### config.mk
export PLATFORM = sky130hd
export DESIGN_NAME = riscboy_periph
export DESIGN_NICKNAME = d
export VERILOG_FILES = /design/src/hdl/riscboy_periph_pkg.sv /design/src/hdl/apb_bridge.sv /design/src/hdl/apb_splitter.sv /design/src/hdl/gpio.sv /design/src/hdl/pwm_tiny.sv /design/src/hdl/riscboy_periph.sv
export SDC_FILE = /design/constraint.sdc
export NUM_CORES = 1
export LEC_CHECK = 0
export ABC_AREA = 1
export BUFFER_PORTS_ARGS = -buffer_cell sky130_fd_sc_hd__buf_2
export CAP_MARGIN = 15
export CORE_MARGIN = 2
export CORE_UTILIZATION = 25
export CTS_BUF_LIST = sky130_fd_sc_hd__clkbuf_8
export DETAILED_ROUTE_END_ITERATION = 8
export GPL_TIMING_DRIVEN = 0
export HOLD_SLACK_MARGIN = 0.12
export PLACE_DENSITY_LB_ADDON = 0.1
export SLEW_MARGIN = 30
export SYNTH_ARGS = -nofsm -noshare
export SYNTH_HDL_FRONTEND = slang
export SYNTH_SLANG_ARGS = --single-unit
### constraint.sdc
create_clock -name clk_sys -period 3.48 [get_ports clk_sys]
set_clock_uncertainty 0.05 [all_clocks]
set_input_delay 0.348 -clock clk_sys [delete_from_list [all_inputs] [get_ports clk_sys]]
set_output_delay 0.348 -clock clk_sys [all_outputs]
set_load 0.02 [all_outputs]
### src/hdl/riscboy_periph_pkg.sv
package riscboy_periph_pkg;

// ====================
//  Widths
// ====================

localparam W_PADDR = 16;
localparam W_DATA  = 32;
localparam N_PADS  = 8;
localparam W_PWM   = 8;

typedef logic [W_DATA-1:0]  word_t;
typedef logic [W_PADDR-1:0] paddr_t;
typedef logic [N_PADS-1:0]  pads_t;
typedef logic [W_PWM-1:0]   pwm_t;

// ====================
//  Address map
// ====================

// Top four address bits pick the peripheral
localparam SLOT_MSB = 15;
localparam SLOT_LSB = 12;

localparam logic [SLOT_MSB-SLOT_LSB:0] GPIO_SLOT = 4'h0;
localparam logic [SLOT_MSB-SLOT_LSB:0] PWM_SLOT  = 4'h2;

// Register offsets, decoded on bits 3:2
localparam logic [3:0] GPIO_OUT  = 4'h0;
localparam logic [3:0] GPIO_OE   = 4'h4;
localparam logic [3:0] GPIO_IN   = 4'h8; // Read-only
localparam logic [3:0] GPIO_FSEL = 4'hc; // Bit 0 puts PWM on pad 0

localparam logic [3:0] PWM_CTRL = 4'h0; // Bit 0 is enable
localparam logic [3:0] PWM_TOP  = 4'h4;
localparam logic [3:0] PWM_CMP  = 4'h8;

typedef enum logic [1:0] {
	BR_IDLE,
	BR_SETUP,
	BR_ACCESS,
	BR_RESP
} bridge_state_e;

typedef enum logic [1:0] {
	SLOT_GPIO,
	SLOT_PWM,
	SLOT_NONE
} slot_e;

endpackage

### src/hdl/apb_bridge.sv
`timescale 1ns/1ps

module apb_bridge import riscboy_periph_pkg::*; (
	input  logic   clk_sys,
	input  logic   arst_n,

	input  logic   req_valid,
	output logic   req_ready,
	input  logic   req_write,
	input  paddr_t req_addr,
	input  word_t  req_wdata,

	output logic   resp_valid,
	input  logic   resp_ready,
	output word_t  resp_rdata,
	output logic   resp_err,

	output paddr_t paddr,
	output logic   psel,
	output logic   penable,
	output logic   pwrite,
	output word_t  pwdata,
	input  word_t  prdata,
	input  logic   pslverr
);

bridge_state_e state;

paddr_t addr_q;
word_t  wdata_q;
logic   write_q;

word_t  rdata_q;
logic   err_q;

// ====================
//  Control FSM
// ====================

always_ff @(posedge clk_sys or negedge arst_n) begin
	if (!arst_n) begin
		state <= BR_IDLE;
	end else begin
		case (state)
		BR_IDLE:   if (req_valid) state <= BR_SETUP;
		BR_SETUP:  state <= BR_ACCESS;
		BR_ACCESS: state <= BR_RESP;
		BR_RESP:   if (resp_ready) state <= BR_IDLE; // Host may stall us here
		default:   state <= BR_IDLE;
		endcase
	end
end

// Request is held for the whole transfer
always_ff @(posedge clk_sys or negedge arst_n) begin
	if (!arst_n) begin
		addr_q  <= '0;
		wdata_q <= '0;
		write_q <= 1'b0;
	end else if (req_valid && req_ready) begin
		addr_q  <= req_addr;
		wdata_q <= req_wdata;
		write_q <= req_write;
	end
end

// Result captured at the end of the access phase
always_ff @(posedge clk_sys or negedge arst_n) begin
	if (!arst_n) begin
		err_q   <= 1'b0;
		rdata_q <= '0;
	end else if (state == BR_ACCESS) begin
		err_q   <= pslverr;
		rdata_q <= (write_q || pslverr) ? '0 : prdata;
	end
end

assign req_ready  = state == BR_IDLE;
assign resp_valid = state == BR_RESP;
assign resp_rdata = rdata_q;
assign resp_err   = err_q;

assign psel    = (state == BR_SETUP) || (state == BR_ACCESS);
assign penable = state == BR_ACCESS;
assign paddr   = addr_q;
assign pwrite  = write_q;
assign pwdata  = wdata_q;

endmodule

### src/hdl/apb_splitter.sv
`timescale 1ns/1ps

module apb_splitter import riscboy_periph_pkg::*; (
	input  paddr_t paddr,
	input  logic   psel,

	output logic   gpio_psel,
	output logic   pwm_psel,

	input  word_t  gpio_prdata,
	input  word_t  pwm_prdata,

	output word_t  prdata,
	output logic   pslverr
);

slot_e slot;

// Slot decode on the top address bits
always_comb begin
	case (paddr[SLOT_MSB:SLOT_LSB])
	GPIO_SLOT: slot = SLOT_GPIO;
	PWM_SLOT:  slot = SLOT_PWM;
	default:   slot = SLOT_NONE;
	endcase
end

assign gpio_psel = psel && (slot == SLOT_GPIO);
assign pwm_psel  = psel && (slot == SLOT_PWM);

// Read data back from whichever peripheral was hit
always_comb begin
	case (slot)
	SLOT_GPIO: begin
		prdata  = gpio_prdata;
		pslverr = 1'b0;
	end
	SLOT_PWM: begin
		prdata  = pwm_prdata;
		pslverr = 1'b0;
	end
	default: begin
		prdata  = '0;
		pslverr = 1'b1; // Nothing mapped here
	end
	endcase
end

endmodule

### src/hdl/gpio.sv
`timescale 1ns/1ps

module gpio import riscboy_periph_pkg::*; (
	input  logic   clk_sys,
	input  logic   arst_n,

	input  logic   psel,
	input  logic   penable,
	input  logic   pwrite,
	input  paddr_t paddr,
	input  word_t  pwdata,
	output word_t  prdata,

	input  pads_t  padin,
	input  logic   pwm_out,
	output pads_t  padout,
	output pads_t  padoe
);

pads_t out_q;
pads_t oe_q;
logic  fsel_q;   // Only bit 0 is implemented
pads_t in_meta;
pads_t in_sync;

logic  wen;
assign wen = psel && penable && pwrite;

always_ff @(posedge clk_sys or negedge arst_n) begin
	if (!arst_n) begin
		out_q  <= '0;
		oe_q   <= '0;
		fsel_q <= 1'b0;
	end else if (wen) begin
		case ({paddr[3:2], 2'b00})
		GPIO_OUT:  out_q  <= pwdata[N_PADS-1:0];
		GPIO_OE:   oe_q   <= pwdata[N_PADS-1:0];
		GPIO_FSEL: fsel_q <= pwdata[0];
		default:   ; // IN is read-only
		endcase
	end
end

// Two-flop synchronizer on the pad inputs
always_ff @(posedge clk_sys or negedge arst_n) begin
	if (!arst_n) begin
		in_meta <= '0;
		in_sync <= '0;
	end else begin
		in_meta <= padin;
		in_sync <= in_meta;
	end
end

always_comb begin
	case ({paddr[3:2], 2'b00})
	GPIO_OUT:  prdata = {{(W_DATA-N_PADS){1'b0}}, out_q};
	GPIO_OE:   prdata = {{(W_DATA-N_PADS){1'b0}}, oe_q};
	GPIO_IN:   prdata = {{(W_DATA-N_PADS){1'b0}}, in_sync};
	default:   prdata = {{(W_DATA-1){1'b0}}, fsel_q};
	endcase
end

// Pad 0 can be handed over to the backlight PWM
assign padout = {out_q[N_PADS-1:1], fsel_q ? pwm_out : out_q[0]};
assign padoe  = {oe_q[N_PADS-1:1], oe_q[0] | fsel_q};

endmodule

### src/hdl/pwm_tiny.sv
`timescale 1ns/1ps

module pwm_tiny import riscboy_periph_pkg::*; (
	input  logic   clk_sys,
	input  logic   arst_n,

	input  logic   psel,
	input  logic   penable,
	input  logic   pwrite,
	input  paddr_t paddr,
	input  word_t  pwdata,
	output word_t  prdata,

	output logic   pwm_out
);

logic en_q;
pwm_t top_q;
pwm_t cmp_q;
pwm_t ctr;

logic wen;
assign wen = psel && penable && pwrite;

always_ff @(posedge clk_sys or negedge arst_n) begin
	if (!arst_n) begin
		en_q  <= 1'b0;
		top_q <= '0;
		cmp_q <= '0;
	end else if (wen) begin
		case ({paddr[3:2], 2'b00})
		PWM_CTRL: en_q  <= pwdata[0];
		PWM_TOP:  top_q <= pwdata[W_PWM-1:0];
		PWM_CMP:  cmp_q <= pwdata[W_PWM-1:0];
		default:  ;
		endcase
	end
end

// Counts 0..top inclusive, parked at zero when off
always_ff @(posedge clk_sys or negedge arst_n) begin
	if (!arst_n)
		ctr <= '0;
	else if (!en_q || ctr == top_q)
		ctr <= '0;
	else
		ctr <= ctr + 1'b1;
end

always_comb begin
	case ({paddr[3:2], 2'b00})
	PWM_CTRL: prdata = {{(W_DATA-1){1'b0}}, en_q};
	PWM_TOP:  prdata = {{(W_DATA-W_PWM){1'b0}}, top_q};
	PWM_CMP:  prdata = {{(W_DATA-W_PWM){1'b0}}, cmp_q};
	default:  prdata = '0;
	endcase
end

assign pwm_out = en_q && (ctr < cmp_q);

endmodule

### src/hdl/riscboy_periph.sv
`timescale 1ns/1ps

module riscboy_periph import riscboy_periph_pkg::*; (
	input  logic   clk_sys,
	input  logic   arst_n,

	input  logic   req_valid,
	output logic   req_ready,
	input  logic   req_write,
	input  paddr_t req_addr,
	input  word_t  req_wdata,

	output logic   resp_valid,
	input  logic   resp_ready,
	output word_t  resp_rdata,
	output logic   resp_err,

	input  pads_t  padin,
	output pads_t  padout,
	output pads_t  padoe
);

// ====================
//  Interconnect
// ====================

paddr_t paddr;
logic   psel;
logic   penable;
logic   pwrite;
word_t  pwdata;
word_t  prdata;
logic   pslverr;

logic   gpio_psel;
logic   pwm_psel;
word_t  gpio_prdata;
word_t  pwm_prdata;

logic   pwm_out;    // Backlight, routed through GPIO pad 0

// ====================
//  Bus fabric
// ====================

apb_bridge u_apb_bridge (
	.clk_sys    (clk_sys),
	.arst_n     (arst_n),
	.req_valid  (req_valid),
	.req_ready  (req_ready),
	.req_write  (req_write),
	.req_addr   (req_addr),
	.req_wdata  (req_wdata),
	.resp_valid (resp_valid),
	.resp_ready (resp_ready),
	.resp_rdata (resp_rdata),
	.resp_err   (resp_err),
	.paddr      (paddr),
	.psel       (psel),
	.penable    (penable),
	.pwrite     (pwrite),
	.pwdata     (pwdata),
	.prdata     (prdata),
	.pslverr    (pslverr)
);

apb_splitter u_apb_splitter (
	.paddr       (paddr),
	.psel        (psel),
	.gpio_psel   (gpio_psel),
	.pwm_psel    (pwm_psel),
	.gpio_prdata (gpio_prdata),
	.pwm_prdata  (pwm_prdata),
	.prdata      (prdata),
	.pslverr     (pslverr)
);

// ====================
//  Peripherals
// ====================

gpio u_gpio (
	.clk_sys (clk_sys),
	.arst_n  (arst_n),
	.psel    (gpio_psel),
	.penable (penable),
	.pwrite  (pwrite),
	.paddr   (paddr),
	.pwdata  (pwdata),
	.prdata  (gpio_prdata),
	.padin   (padin),
	.pwm_out (pwm_out),
	.padout  (padout),
	.padoe   (padoe)
);

pwm_tiny u_pwm_tiny (
	.clk_sys (clk_sys),
	.arst_n  (arst_n),
	.psel    (pwm_psel),
	.penable (penable),
	.pwrite  (pwrite),
	.paddr   (paddr),
	.pwdata  (pwdata),
	.prdata  (pwm_prdata),
	.pwm_out (pwm_out)
);

endmodule

==> results of run 1 <==
metal layers:
layer | wire (um) | GRT usage (%) | share of wire [%] | vias up
met5 | 0 | 0 | 0 | -
met4 | 233 | 4.41 | 2.4 | 0
met2 | 4600 | 19.0 | 47 | 65
li1 | - | - | - | 1626
met1 | 4740 | 15.4 | 48 | 1433
met3 | 305 | 2.15 | 3.1 | 14
stage by stage:
stage / std cells / cell area (um2) / setup slack [ns] / hold slack, ns
detailed placement: 761 / 4750 / 1.64 / 0.161
global placement: 760 / 4720 / 1.21 / 0.286
global route: 786 / 5090 / 1.18 / 0.163
CTS: 786 / 5090 / 1.24 / 0.159
floorplan: 491 / 4180 / 1.91 / 0.00241
finish: 786 / 5090 / 1.27 / 0.170
worst max-delay path, cell delays in order, from the launching register on:
cell and delay [ns]:
dfrtp_1 0.42, ha_1 0.32, a21oi_1 0.14, o21a_1 0.20, nand4_1 0.12, nand2_1 0.09, buf_2 0.16
state kept, by name (all words and copies together), names as in the netlist, 6 cells and up:
register and flops:
u_apb_bridge.pwdata 8, u_apb_bridge.resp_rdata 8, u_gpio.in_meta 8, u_gpio.in_sync 8
u_gpio.oe_q 8, u_gpio.out_q 8, u_pwm_tiny.cmp_q 8, u_pwm_tiny.ctr 8
u_pwm_tiny.top_q 8, u_apb_bridge.paddr 6
cell usage after synthesis, types with 5 or more instances:
| master | count | share of area (%) |
|---|---|---|
| a21oi_1 | 16 | 2.0 |
| buf_4 | 38 | 7.0 |
| dfrtp_1 | 84 | 51 |
| ha_1 | 11 | 3.4 |
| inv_1 | 43 | 3.9 |
| nand2_1 | 144 | 13 |
| nand3_1 | 11 | 1.3 |
| nand4_1 | 5 | 0.76 |
| nor2_1 | 26 | 2.4 |
| o21ai_0 | 6 | 0.73 |
| o21ai_1 | 27 | 3.3 |
| o21ai_2 | 8 | 1.7 |
| o22ai_1 | 8 | 1.2 |
layout make-up:
| cell class | instances | share of cell area [%] |
|---|---|---|
| sequential | 84 | 41.3 |
| multi-input combinational | 312 | 30.6 |
| clock buffer | 10 | 2.70 |
| inverter | 49 | 3.66 |
| timing repair buffer | 63 | 7.65 |
| tap | 216 | 5.31 |
| buffer | 46 | 6.59 |
| clock inverter | 6 | 2.19 |
power groups by stage:
stage | clock, mW | combinational [mW] | sequential (mW)
2_1_floorplan | 0 | 0.786 | 1.29
3_3_place_gp | 0 | 1.06 | 1.31
3_5_place_dp | 0 | 1.08 | 1.32
4_1_cts | 0.884 | 1.09 | 1.30
5_1_grt | 0.924 | 1.21 | 1.32
6_report | 0.859 | 1.06 | 1.30
worst paths after layout:
path | startpoint | to | slack [ns] | cells after the start
worst max-delay path | u_pwm_tiny.ctr[7]$_DFF_PN0_ | padout[0] | 1.27 | 6
worst min-delay path | req_addr[2] | u_apb_bridge.paddr[2]$_DFFE_PN0P_ | 0.17 | 2
worst max register to register | u_apb_bridge.state[0]$_DFFE_PN0P_ | u_gpio.out_q[0]$_DFFE_PN0P_ | 1.65 | 8
worst min register to register | u_gpio.in_meta[1]$_DFF_PN0_ | u_gpio.in_sync[1]$_DFF_PN0_ | 0.30 | 0
max in group asynchronous | arst_n | u_gpio.out_q[0]$_DFFE_PN0P_ | 2.44 | 3
min in group asynchronous | arst_n | u_pwm_tiny.ctr[7]$_DFF_PN0_ | 0.35 | 2
cells by family (layout without fill, tap and decap cells):
logic type      after synthesis  in the layout
compound gates               70             70
xor+xnor                      2              2
mux                           4              4
flops                        84             84
buf+inv                      95            174
simple gates                201            201
other cells                   1             24
fa+ha+maj                    11             11
==> flow_metrics.env, run 1 <==
export IMPL_leakagePower_nw=2.55
export IMPL_power_frac_seq_pct=40.3
export IMPL_h_tree_depth=3
export IMPL_hpwlAfterDp_um=7630
export IMPL_power_switching_mw=1.18
export IMPL_synth_seq_area_share_pct=51.3
export IMPL_via_count=3138
export IMPL_synth_async_reset_ratio_pct=100
export IMPL_critPathLaunchType="flip-flop"
export IMPL_grt_pass1_vias=3091
export IMPL_cp_end_kind="primary output"
export IMPL_rows=46
export IMPL_layout_commonest_cell="nand2_1"
export IMPL_synth_edf_count=0
export IMPL_synth_compound_area_share_pct=9.78
export IMPL_core_area_mm2=0.0159
export IMPL_critical_path_class="reg2out"
export IMPL_pwr_share_clk_pct=26.7
export IMPL_layout_drive_gt1_share_pct=25.1
export IMPL_yosys_area_share_adder_pct=3.36
export IMPL_p_comb_share_pct=33.0
export IMPL_path_max_fanout=4
export IMPL_synthXorXnorAreaFrac_pct=0.428
export IMPL_fin_crit_sh_pct=63.5
export IMPL_status="finished clean"
export IMPL_netlist_area_mm2=0.00410
export IMPL_synth_main_ff_cell="dfrtp_1"
export IMPL_die_area_mm2=0.0174
export IMPL_die_x_um=132
export IMPL_clock_sinks=84
export IMPL_final_util_pct=31.9
export IMPL_p_per_area_mw_per_mm2=632
export IMPL_drtAntennaViolNets=0
export IMPL_numCtsBuffers=9
export IMPL_cts_hold_buffers=9
export IMPL_grt_start_max_net_pins=66
export IMPL_finalSetupTns_ns=0
export IMPL_cts_tree="yes"
export IMPL_root_buffer="clkbuf_8"
export IMPL_synth_seq_cells=84
export IMPL_initial_core_util_pct=25.7
export IMPL_diodes=0
export IMPL_grt_total_usage_pct=11.6
export IMPL_cts_buffer_depth=2
export IMPL_portBuffers=53
export IMPL_antenna_found_initial=0
export IMPL_die_height_um=132
export IMPL_yosysUniqueCellTypes=36
export IMPL_final_cell_mix="nand2_1 (144), dfrtp_1 (84), buf_2 (56)"
export IMPL_rsz0062_at_grt="no"
export IMPL_vias_per_cell=3.99
export IMPL_grt_pass1_wl_um=16100
export IMPL_finalHoldViolCount=0
export IMPL_syn_area_per_cell_um2=8.75
export IMPL_slew_headroom_pct=66.1
export IMPL_routedWlPerCell_um=12.6
export IMPL_area_delta_synth_final_pct=24.3
export IMPL_slew_viol_final=0
export IMPL_fin_crit_ns=2.21
export IMPL_ioPinCount=112
export IMPL_synth_top_family_by_area="simple AND/OR/NAND/NOR gates"
export IMPL_worstSkewPairLatency_ns=0.35
export IMPL_post_cts_buffers=0
export IMPL_p_total_mw=3.22
export IMPL_worstPathArrival_ns=1.81
export IMPL_drt_wl_total_um=9870
export IMPL_setup_violations=0
export IMPL_vdd_ir_drop_max_uv=331
export IMPL_min_path_type="in2reg"
export IMPL_ys_warn_count=0
export IMPL_worst_ep_required_time_ns=3.08
export IMPL_synthSimpleGateAreaFrac_pct=21.2
export IMPL_cts_repair_resize_count=0
export IMPL_gp_congestion=0.743
export IMPL_worst_slew_pin_slew_ns=0.509
export IMPL_fillers=1728
export IMPL_cap_violations=0
export IMPL_drc=0
export IMPL_firstDrtPassIters=4
export IMPL_grt_ovfl_total=0
export IMPL_multi_input_area_mm2=0.00156
export IMPL_swShare_pct=36.8
export IMPL_drt_iter0_markers=149
export IMPL_nNetsFinal=637
export IMPL_clk_pin_slew_worst_paths_ns=0.09
export IMPL_synth_area_mux_share_pct=1.10
export IMPL_synthCells=468
export IMPL_fmax_mhz=452
export IMPL_intPower_mw=2.03
export IMPL_seq_area_mm2=0.00210
(Power assumes the default switching activity.)
==> run 2, diff against run 1 <==
==> constraint.sdc (replaced) <==
create_clock -name clk_sys -period 1.9 [get_ports clk_sys]
set_clock_uncertainty 0.05 [all_clocks]
set_input_delay 0.19 -clock clk_sys [delete_from_list [all_inputs] [get_ports clk_sys]]
set_output_delay 0.19 -clock clk_sys [all_outputs]
set_load 0.02 [all_outputs]
==> flow_metrics.env, run 2 (synthesized netlist as in run 1, its figures left out) <==
export IMPL_fin_crit_sh_pct=102
export IMPL_drt_wl_total_um=10000
export IMPL_grt_total_usage_pct=11.9
export IMPL_cts_tree="yes"
export IMPL_via_count=3240
export IMPL_core_area_mm2=0.0159
export IMPL_clk_pin_slew_worst_paths_ns=0.08
export IMPL_layout_drive_gt1_share_pct=28.3
export IMPL_cp_end_kind="primary output"
export IMPL_whs_ns=0.138
export IMPL_nNetsFinal=660
export IMPL_gp_congestion=0.743
export IMPL_cts_buffer_depth=2
export IMPL_power_frac_seq_pct=39.2
export IMPL_min_path_type="in2reg"
export IMPL_layout_commonest_cell="nand2_1"
export IMPL_multi_input_area_mm2=0.00163
export IMPL_slowest_delay_ns=0.43
export IMPL_die_x_um=132
export IMPL_firstDrtPassIters=4
export IMPL_drt_iter0_markers=163
export IMPL_fin_cells=809
export IMPL_drtAntennaViolNets=0
export IMPL_clock_sinks=84
export IMPL_root_buffer="clkbuf_8"
export IMPL_cp_endpoint="padout[0]"
export IMPL_path_max_fanout=2
export IMPL_fin_crit_ns=1.94
export IMPL_rsz0062_at_grt="yes"
export IMPL_diodes=0
export IMPL_p_per_area_mw_per_mm2=1130
export IMPL_grt_start_max_net_pins=66
export IMPL_crit_slowest_cell="dfrtp_1"
export IMPL_intPower_mw=3.83
export IMPL_r2r_end="u_gpio.oe_q[6]$_DFFE_PN0P_"
export IMPL_antenna_found_initial=0
export IMPL_grt_pass1_vias=3210
export IMPL_h_tree_depth=3
export IMPL_hpwlAfterDp_um=7630
export IMPL_critical_path_class="reg2out"
export IMPL_cp_num_cells=6
export IMPL_cap_violations=0
export IMPL_pwr_share_clk_pct=25.9
export IMPL_min_path_cells=4
export IMPL_die_height_um=132
export IMPL_grt_pass1_wl_um=16600
export IMPL_vias_per_cell=4.00
export IMPL_gr_usage_met1_pct=15.6
export IMPL_grt_ovfl_total=0
export IMPL_seq_area_mm2=0.00210
export IMPL_violations="setup timing"
export IMPL_numCtsBuffers=9
export IMPL_crit_family="flip-flops"
export IMPL_swShare_pct=36.9
export IMPL_status="finished, violations left"
export IMPL_finalHoldViolCount=0
export IMPL_ioPinCount=112
export IMPL_reg2reg_depth=8
export IMPL_p_total_mw=6.08
export IMPL_worst_ep_required_time_ns=1.66
export IMPL_setup_ws_ns=-0.0449
export IMPL_grt_busiest_layer="met2"
export IMPL_vdd_ir_drop_max_uv=604
export IMPL_reg2reg_from="u_apb_bridge.state[1]$_DFFE_PN0P_"
export IMPL_drc=0
export IMPL_initial_core_util_pct=25.7
export IMPL_cp_startpoint="u_pwm_tiny.ctr[7]$_DFF_PN0_"
export IMPL_rows=46
export IMPL_worstPathArrival_ns=1.70
export IMPL_worstPathCellList="ha_4, a21oi_2, o21a_1, nand4_1, nand2_1, buf_6"
export IMPL_worstSkewPairLatency_ns=0.35
export IMPL_portBuffers=53
export IMPL_fillers=1726
export IMPL_leakagePower_nw=2.66
export IMPL_area_delta_synth_final_pct=31.4
export IMPL_setup_violations=1
export IMPL_fmax_mhz=514
export IMPL_critPathLaunchType="flip-flop"
export IMPL_final_cell_mix="nand2_1 (142), dfrtp_1 (83), buf_2 (54)"
export IMPL_crit_buf_inv=1
export IMPL_dp_cells=761
export IMPL_slew_viol_final=0
export IMPL_grt_util_met2_pct=19.7
export IMPL_p_comb_share_pct=35.0
export IMPL_met3_usage_pct=2.15
export IMPL_r2r_setup_slack_ns=0.16
export IMPL_routedWlPerCell_um=12.4
export IMPL_die_area_mm2=0.0174
export IMPL_power_switching_mw=2.24
run 2: cell types whose count changed in the layout (fill, tap and decap cells not counted), moves of 4 or more:
cell,before,now
dlygate4sd3_1,9,24
buf_4,38,47
ha_1,11,6
inv_1,43,38
inv_2,4,9
ha_4,0,4
run 2: through the flow:
stage	setup TNS [ns]	util [%]	worst slack [ns]	instance area, um2
2_1_floorplan	0	-	0.382	4180
3_3_place_gp	-16.69	29.6	-0.208	4720
3_5_place_dp	0	29.8	0.0576	4750
4_1_cts	-0.0846	33.4	-0.0846	5330
5_1_grt	-0.136	33.8	-0.136	5380
6_report	-0.0449	33.8	-0.0449	5380
run 2: layer usage:
metal | wire [um] | vias up
met5 | 0 | -
met4 | 218 | 0
met3 | 297 | 11
met2 | 4680 | 59
met1 | 4830 | 1496
li1 | - | 1674
run 2: timing repair:
| action | in CTS | in global routing |
|---|---|---|
| setup endpoints to repair | 1 | 28 |
| pin swaps | 7 | 7 |
| resized for setup | 9 | 13 |
| endpoints found under the hold margin | 107 | 0 |
| setup buffers | 6 | 3 |
| hold buffers | 24 | 0 |
run 2: cell type report:
class / instances / share of cell area, %
flip-flops and latches: 84 / 39.1
multi-input cells: 312 / 30.2
repair buffers: 87 / 11.4
plain buffers: 45 / 6.18
well taps: 216 / 5.02
inverters: 49 / 3.46
clock buffers: 10 / 2.56
clock inverters: 6 / 2.07
run 2: worst register-to-register path, stage by stage, from the launching register on:
cell and delay [ns]:
dfrtp_1 0.39, inv_1 0.07, ha_1 0.29, nand3_1 0.16
nor2_4 0.20, nand2_2 0.13, buf_2 0.22, nand2_1 0.08
o21ai_1 0.05
run 2: power by group through the flow:
| stage | Sequential (mW) | Clock [mW] | Combinational (mW) |
|---|---|---|---|
| 6_report | 2.38 | 1.57 | 2.12 |
| 5_1_grt | 2.42 | 1.69 | 2.41 |
| 4_1_cts | 2.38 | 1.62 | 2.06 |
| 3_5_place_dp | 2.41 | 0 | 1.98 |
| 3_3_place_gp | 2.41 | 0 | 1.94 |
| 2_1_floorplan | 2.36 | 0 | 1.44 |
run 2: worst min-delay path by stage:
stage	start	end	slack, ns
5_1_grt	resp_ready	u_apb_bridge.state[0]$_DFFE_PN0P_	0.18
3_3_place_gp	padin[7]	u_gpio.in_meta[7]$_DFF_PN0_	0.25
3_5_place_dp	arst_n	u_pwm_tiny.ctr[7]$_DFF_PN0_	0.003
4_1_cts	req_valid	u_apb_bridge.state[0]$_DFFE_PN0P_	0.12
6_report	req_valid	u_apb_bridge.state[0]$_DFFE_PN0P_	0.14
2_1_floorplan	arst_n	u_apb_bridge.paddr[12]$_DFFE_PN0P_	-0.16
==> run 3, diff against run 2 <==
--- a/config.mk
+++ b/config.mk
@@ -18,4 +18,5 @@
 export SLEW_MARGIN = 30
 export SYNTH_ARGS = -nofsm -noshare
 export SYNTH_HDL_FRONTEND = slang
+export SYNTH_HIERARCHICAL = 1
 export SYNTH_SLANG_ARGS = --single-unit
==> flow_metrics.env, run 3 <==
export IMPL_initial_core_util_pct=25.5
export IMPL_drt_iter0_markers=201
export IMPL_layout_drive_gt1_share_pct=30.0
export IMPL_power_switching_mw=4.17
export IMPL_finalHoldViolCount=0
export IMPL_grt_pass1_wl_um=26000
export IMPL_rows=56
export IMPL_fmax_mhz=468
export IMPL_critical_path_class="reg2out"
export IMPL_grt_ovfl_total=0
export IMPL_gp_congestion=0.746
export IMPL_cts_tree="yes"
export IMPL_grt_total_usage_pct=13.1
export IMPL_nNetsFinal=978
export IMPL_violations="setup timing"
export IMPL_root_buffer="clkbuf_8"
export IMPL_numCtsBuffers=9
export IMPL_vias_per_cell=3.95
export IMPL_worst_ep_required_time_ns=1.66
export IMPL_path_max_fanout=5
export IMPL_layout_commonest_cell="nand2_1"
export IMPL_clk_pin_slew_worst_paths_ns=0.11
export IMPL_setup_ws_ns=-0.235
export IMPL_final_cell_mix="nand2_1 (254), dfrtp_1 (105), buf_2 (96)"
export IMPL_core_area_mm2=0.0235
export IMPL_die_area_mm2=0.0252
export IMPL_slowest_delay_ns=0.48
export IMPL_slew_viol_final=0
export IMPL_vdd_ir_drop_max_uv=393
export IMPL_leakagePower_nw=3.98
export IMPL_pwr_share_clk_pct=15.6
export IMPL_ys_warn_count=6
export IMPL_p_per_area_mw_per_mm2=1190
export IMPL_firstDrtPassIters=4
export IMPL_setup_violations=1
export IMPL_cts_buffer_depth=2
export IMPL_worstSkewPairLatency_ns=0.39
export IMPL_swShare_pct=46.2
export IMPL_min_path_type="in2reg"
export IMPL_portBuffers=77
export IMPL_p_comb_share_pct=48.5
export IMPL_drc=0
export IMPL_area_delta_synth_final_pct=26.5
export IMPL_cap_violations=0
export IMPL_worstPathArrival_ns=1.89
export IMPL_fin_crit_sh_pct=112
export IMPL_drtAntennaViolNets=0
export IMPL_die_height_um=159
export IMPL_synthCells=738
export IMPL_place_area_mm2=0.00699
export IMPL_via_count=4855
export IMPL_grt_start_max_net_pins=67
export IMPL_power_frac_seq_pct=35.9
export IMPL_antenna_found_initial=0
export IMPL_netlist_area_mm2=0.00599
export IMPL_diodes=0
export IMPL_cp_end_kind="primary output"
export IMPL_hpwlAfterDp_um=11900
export IMPL_die_x_um=159
export IMPL_critPathLaunchType="flip-flop"
export IMPL_h_tree_depth=3
export IMPL_p_total_mw=9.03
export IMPL_intPower_mw=4.86
export IMPL_ioPinCount=112
export IMPL_drt_wl_total_um=16100
export IMPL_syn_area_per_cell_um2=8.12
export IMPL_status="finished, violations left"
export IMPL_largest_reg_flops=32
export IMPL_worstPathCellList="ha_1, nand2_1, o21bai_1, nand2_1, a21oi_2, nand2_1, o21ai_2, buf_6"
export IMPL_clock_sinks=108
export IMPL_routedWlPerCell_um=13.1
export IMPL_cpMostUsedCell="nand2_1"
export IMPL_crit_slowest_cell="dfrtp_2"
export IMPL_grt_pass1_vias=4667
export IMPL_r2r_setup_slack_ns=0.11
export IMPL_fin_crit_ns=2.13
export IMPL_rsz0062_at_grt="yes"
export IMPL_final_cell_area_mm2=0.00759
[run 3: changes by cell type in the layout (fill, tap and decap cells not counted), moves of 21 or more]
cell	change
dfrtp_1	+22
o21ai_0	+21
nand2_1	+112
conb_1	+24
buf_2	+42
buf_4	+30
nand3_1	+83
[run 3: power by group through the flow]
stage               clock (mW)  sequential, mW  combinational (mW)
floorplan                    0            3.24                2.84
global placement             0            3.29                4.06
detailed placement           0            3.29                4.06
CTS                       1.48            3.25                4.22
global route              1.57            3.31                4.90
finish                    1.41            3.24                4.38
[run 3: layout make-up]
type | instances | area [um2]
Buffer | 101 | 739
Clock buffer | 9 | 124
Timing Repair Buffer | 111 | 737
Multi-Input combinational cell | 531 | 2660
Fill cell | 2592 | 15900
Tap cell | 319 | 399
Clock inverter | 6 | 53.8
Sequential cell | 108 | 2710
Inverter | 44 | 170
[run 3: metal layers]
metal | track usage [%] | vias to the layer above | part of all wire, % | wire length (um)
li1 | - | 2564 | - | -
met1 | 19.3 | 2206 | 53 | 8570
met2 | 19.6 | 70 | 43 | 6880
met3 | 2.04 | 15 | 2.5 | 409
met4 | 4.05 | 0 | 1.6 | 250
met5 | 0 | - | 0 | 0
[run 3: through the flow]
step / utilization (%) / cells / hold WS, ns / setup slack, ns / TNS (ns)
after floorplan: - / 784 / -0.156 / 0.276 / 0
after global placement: 29.6 / 1180 / 0.248 / -0.901 / -99.58
after detailed placement: 29.8 / 1181 / 0.0510 / -0.225 / -3.50
after CTS: 31.9 / 1222 / 0.137 / -0.271 / -0.271
after global routing: 32.3 / 1229 / 0.168 / -0.329 / -0.332
final: 32.3 / 1229 / 0.148 / -0.235 / -0.235
[run 3: worst max-delay path: cells and delay by family, from the launching register on]
family / cells / cell delay, ns
compound gates: 3 / 0.33
fa+ha+maj: 1 / 0.31
buf+inv: 1 / 0.14
flops: 1 / 0.48
simple gates: 3 / 0.25
[run 3: final timing paths]
kind | start | end | depth (start not counted)
max in group asynchronous | arst_n | u_pwm_tiny/ctr[1]$_DFF_PN0_ | 3
min reg2reg | u_gpio/in_meta[0]$_DFF_PN0_ | u_gpio/in_sync[0]$_DFF_PN0_ | 0
min | resp_ready | u_apb_bridge/state[1]$_DFFE_PN0P_ | 5
max | u_pwm_tiny/ctr[3]$_DFF_PN0_ | padout[0] | 8
max reg2reg | u_apb_bridge/paddr[15]$_DFFE_PN0P_ | u_gpio/out_q[0]$_DFFE_PN0P_ | 10
min in group asynchronous | arst_n | u_gpio/out_q[5]$_DFFE_PN0P_ | 2
[run 3: what timing repair did]
item	CTS	global route
resized for setup	22	11
pin swaps	3	6
hold endpoints to repair	131	0
endpoints found under the setup margin	27	28
hold buffers	24	0
buffers inserted	2	7
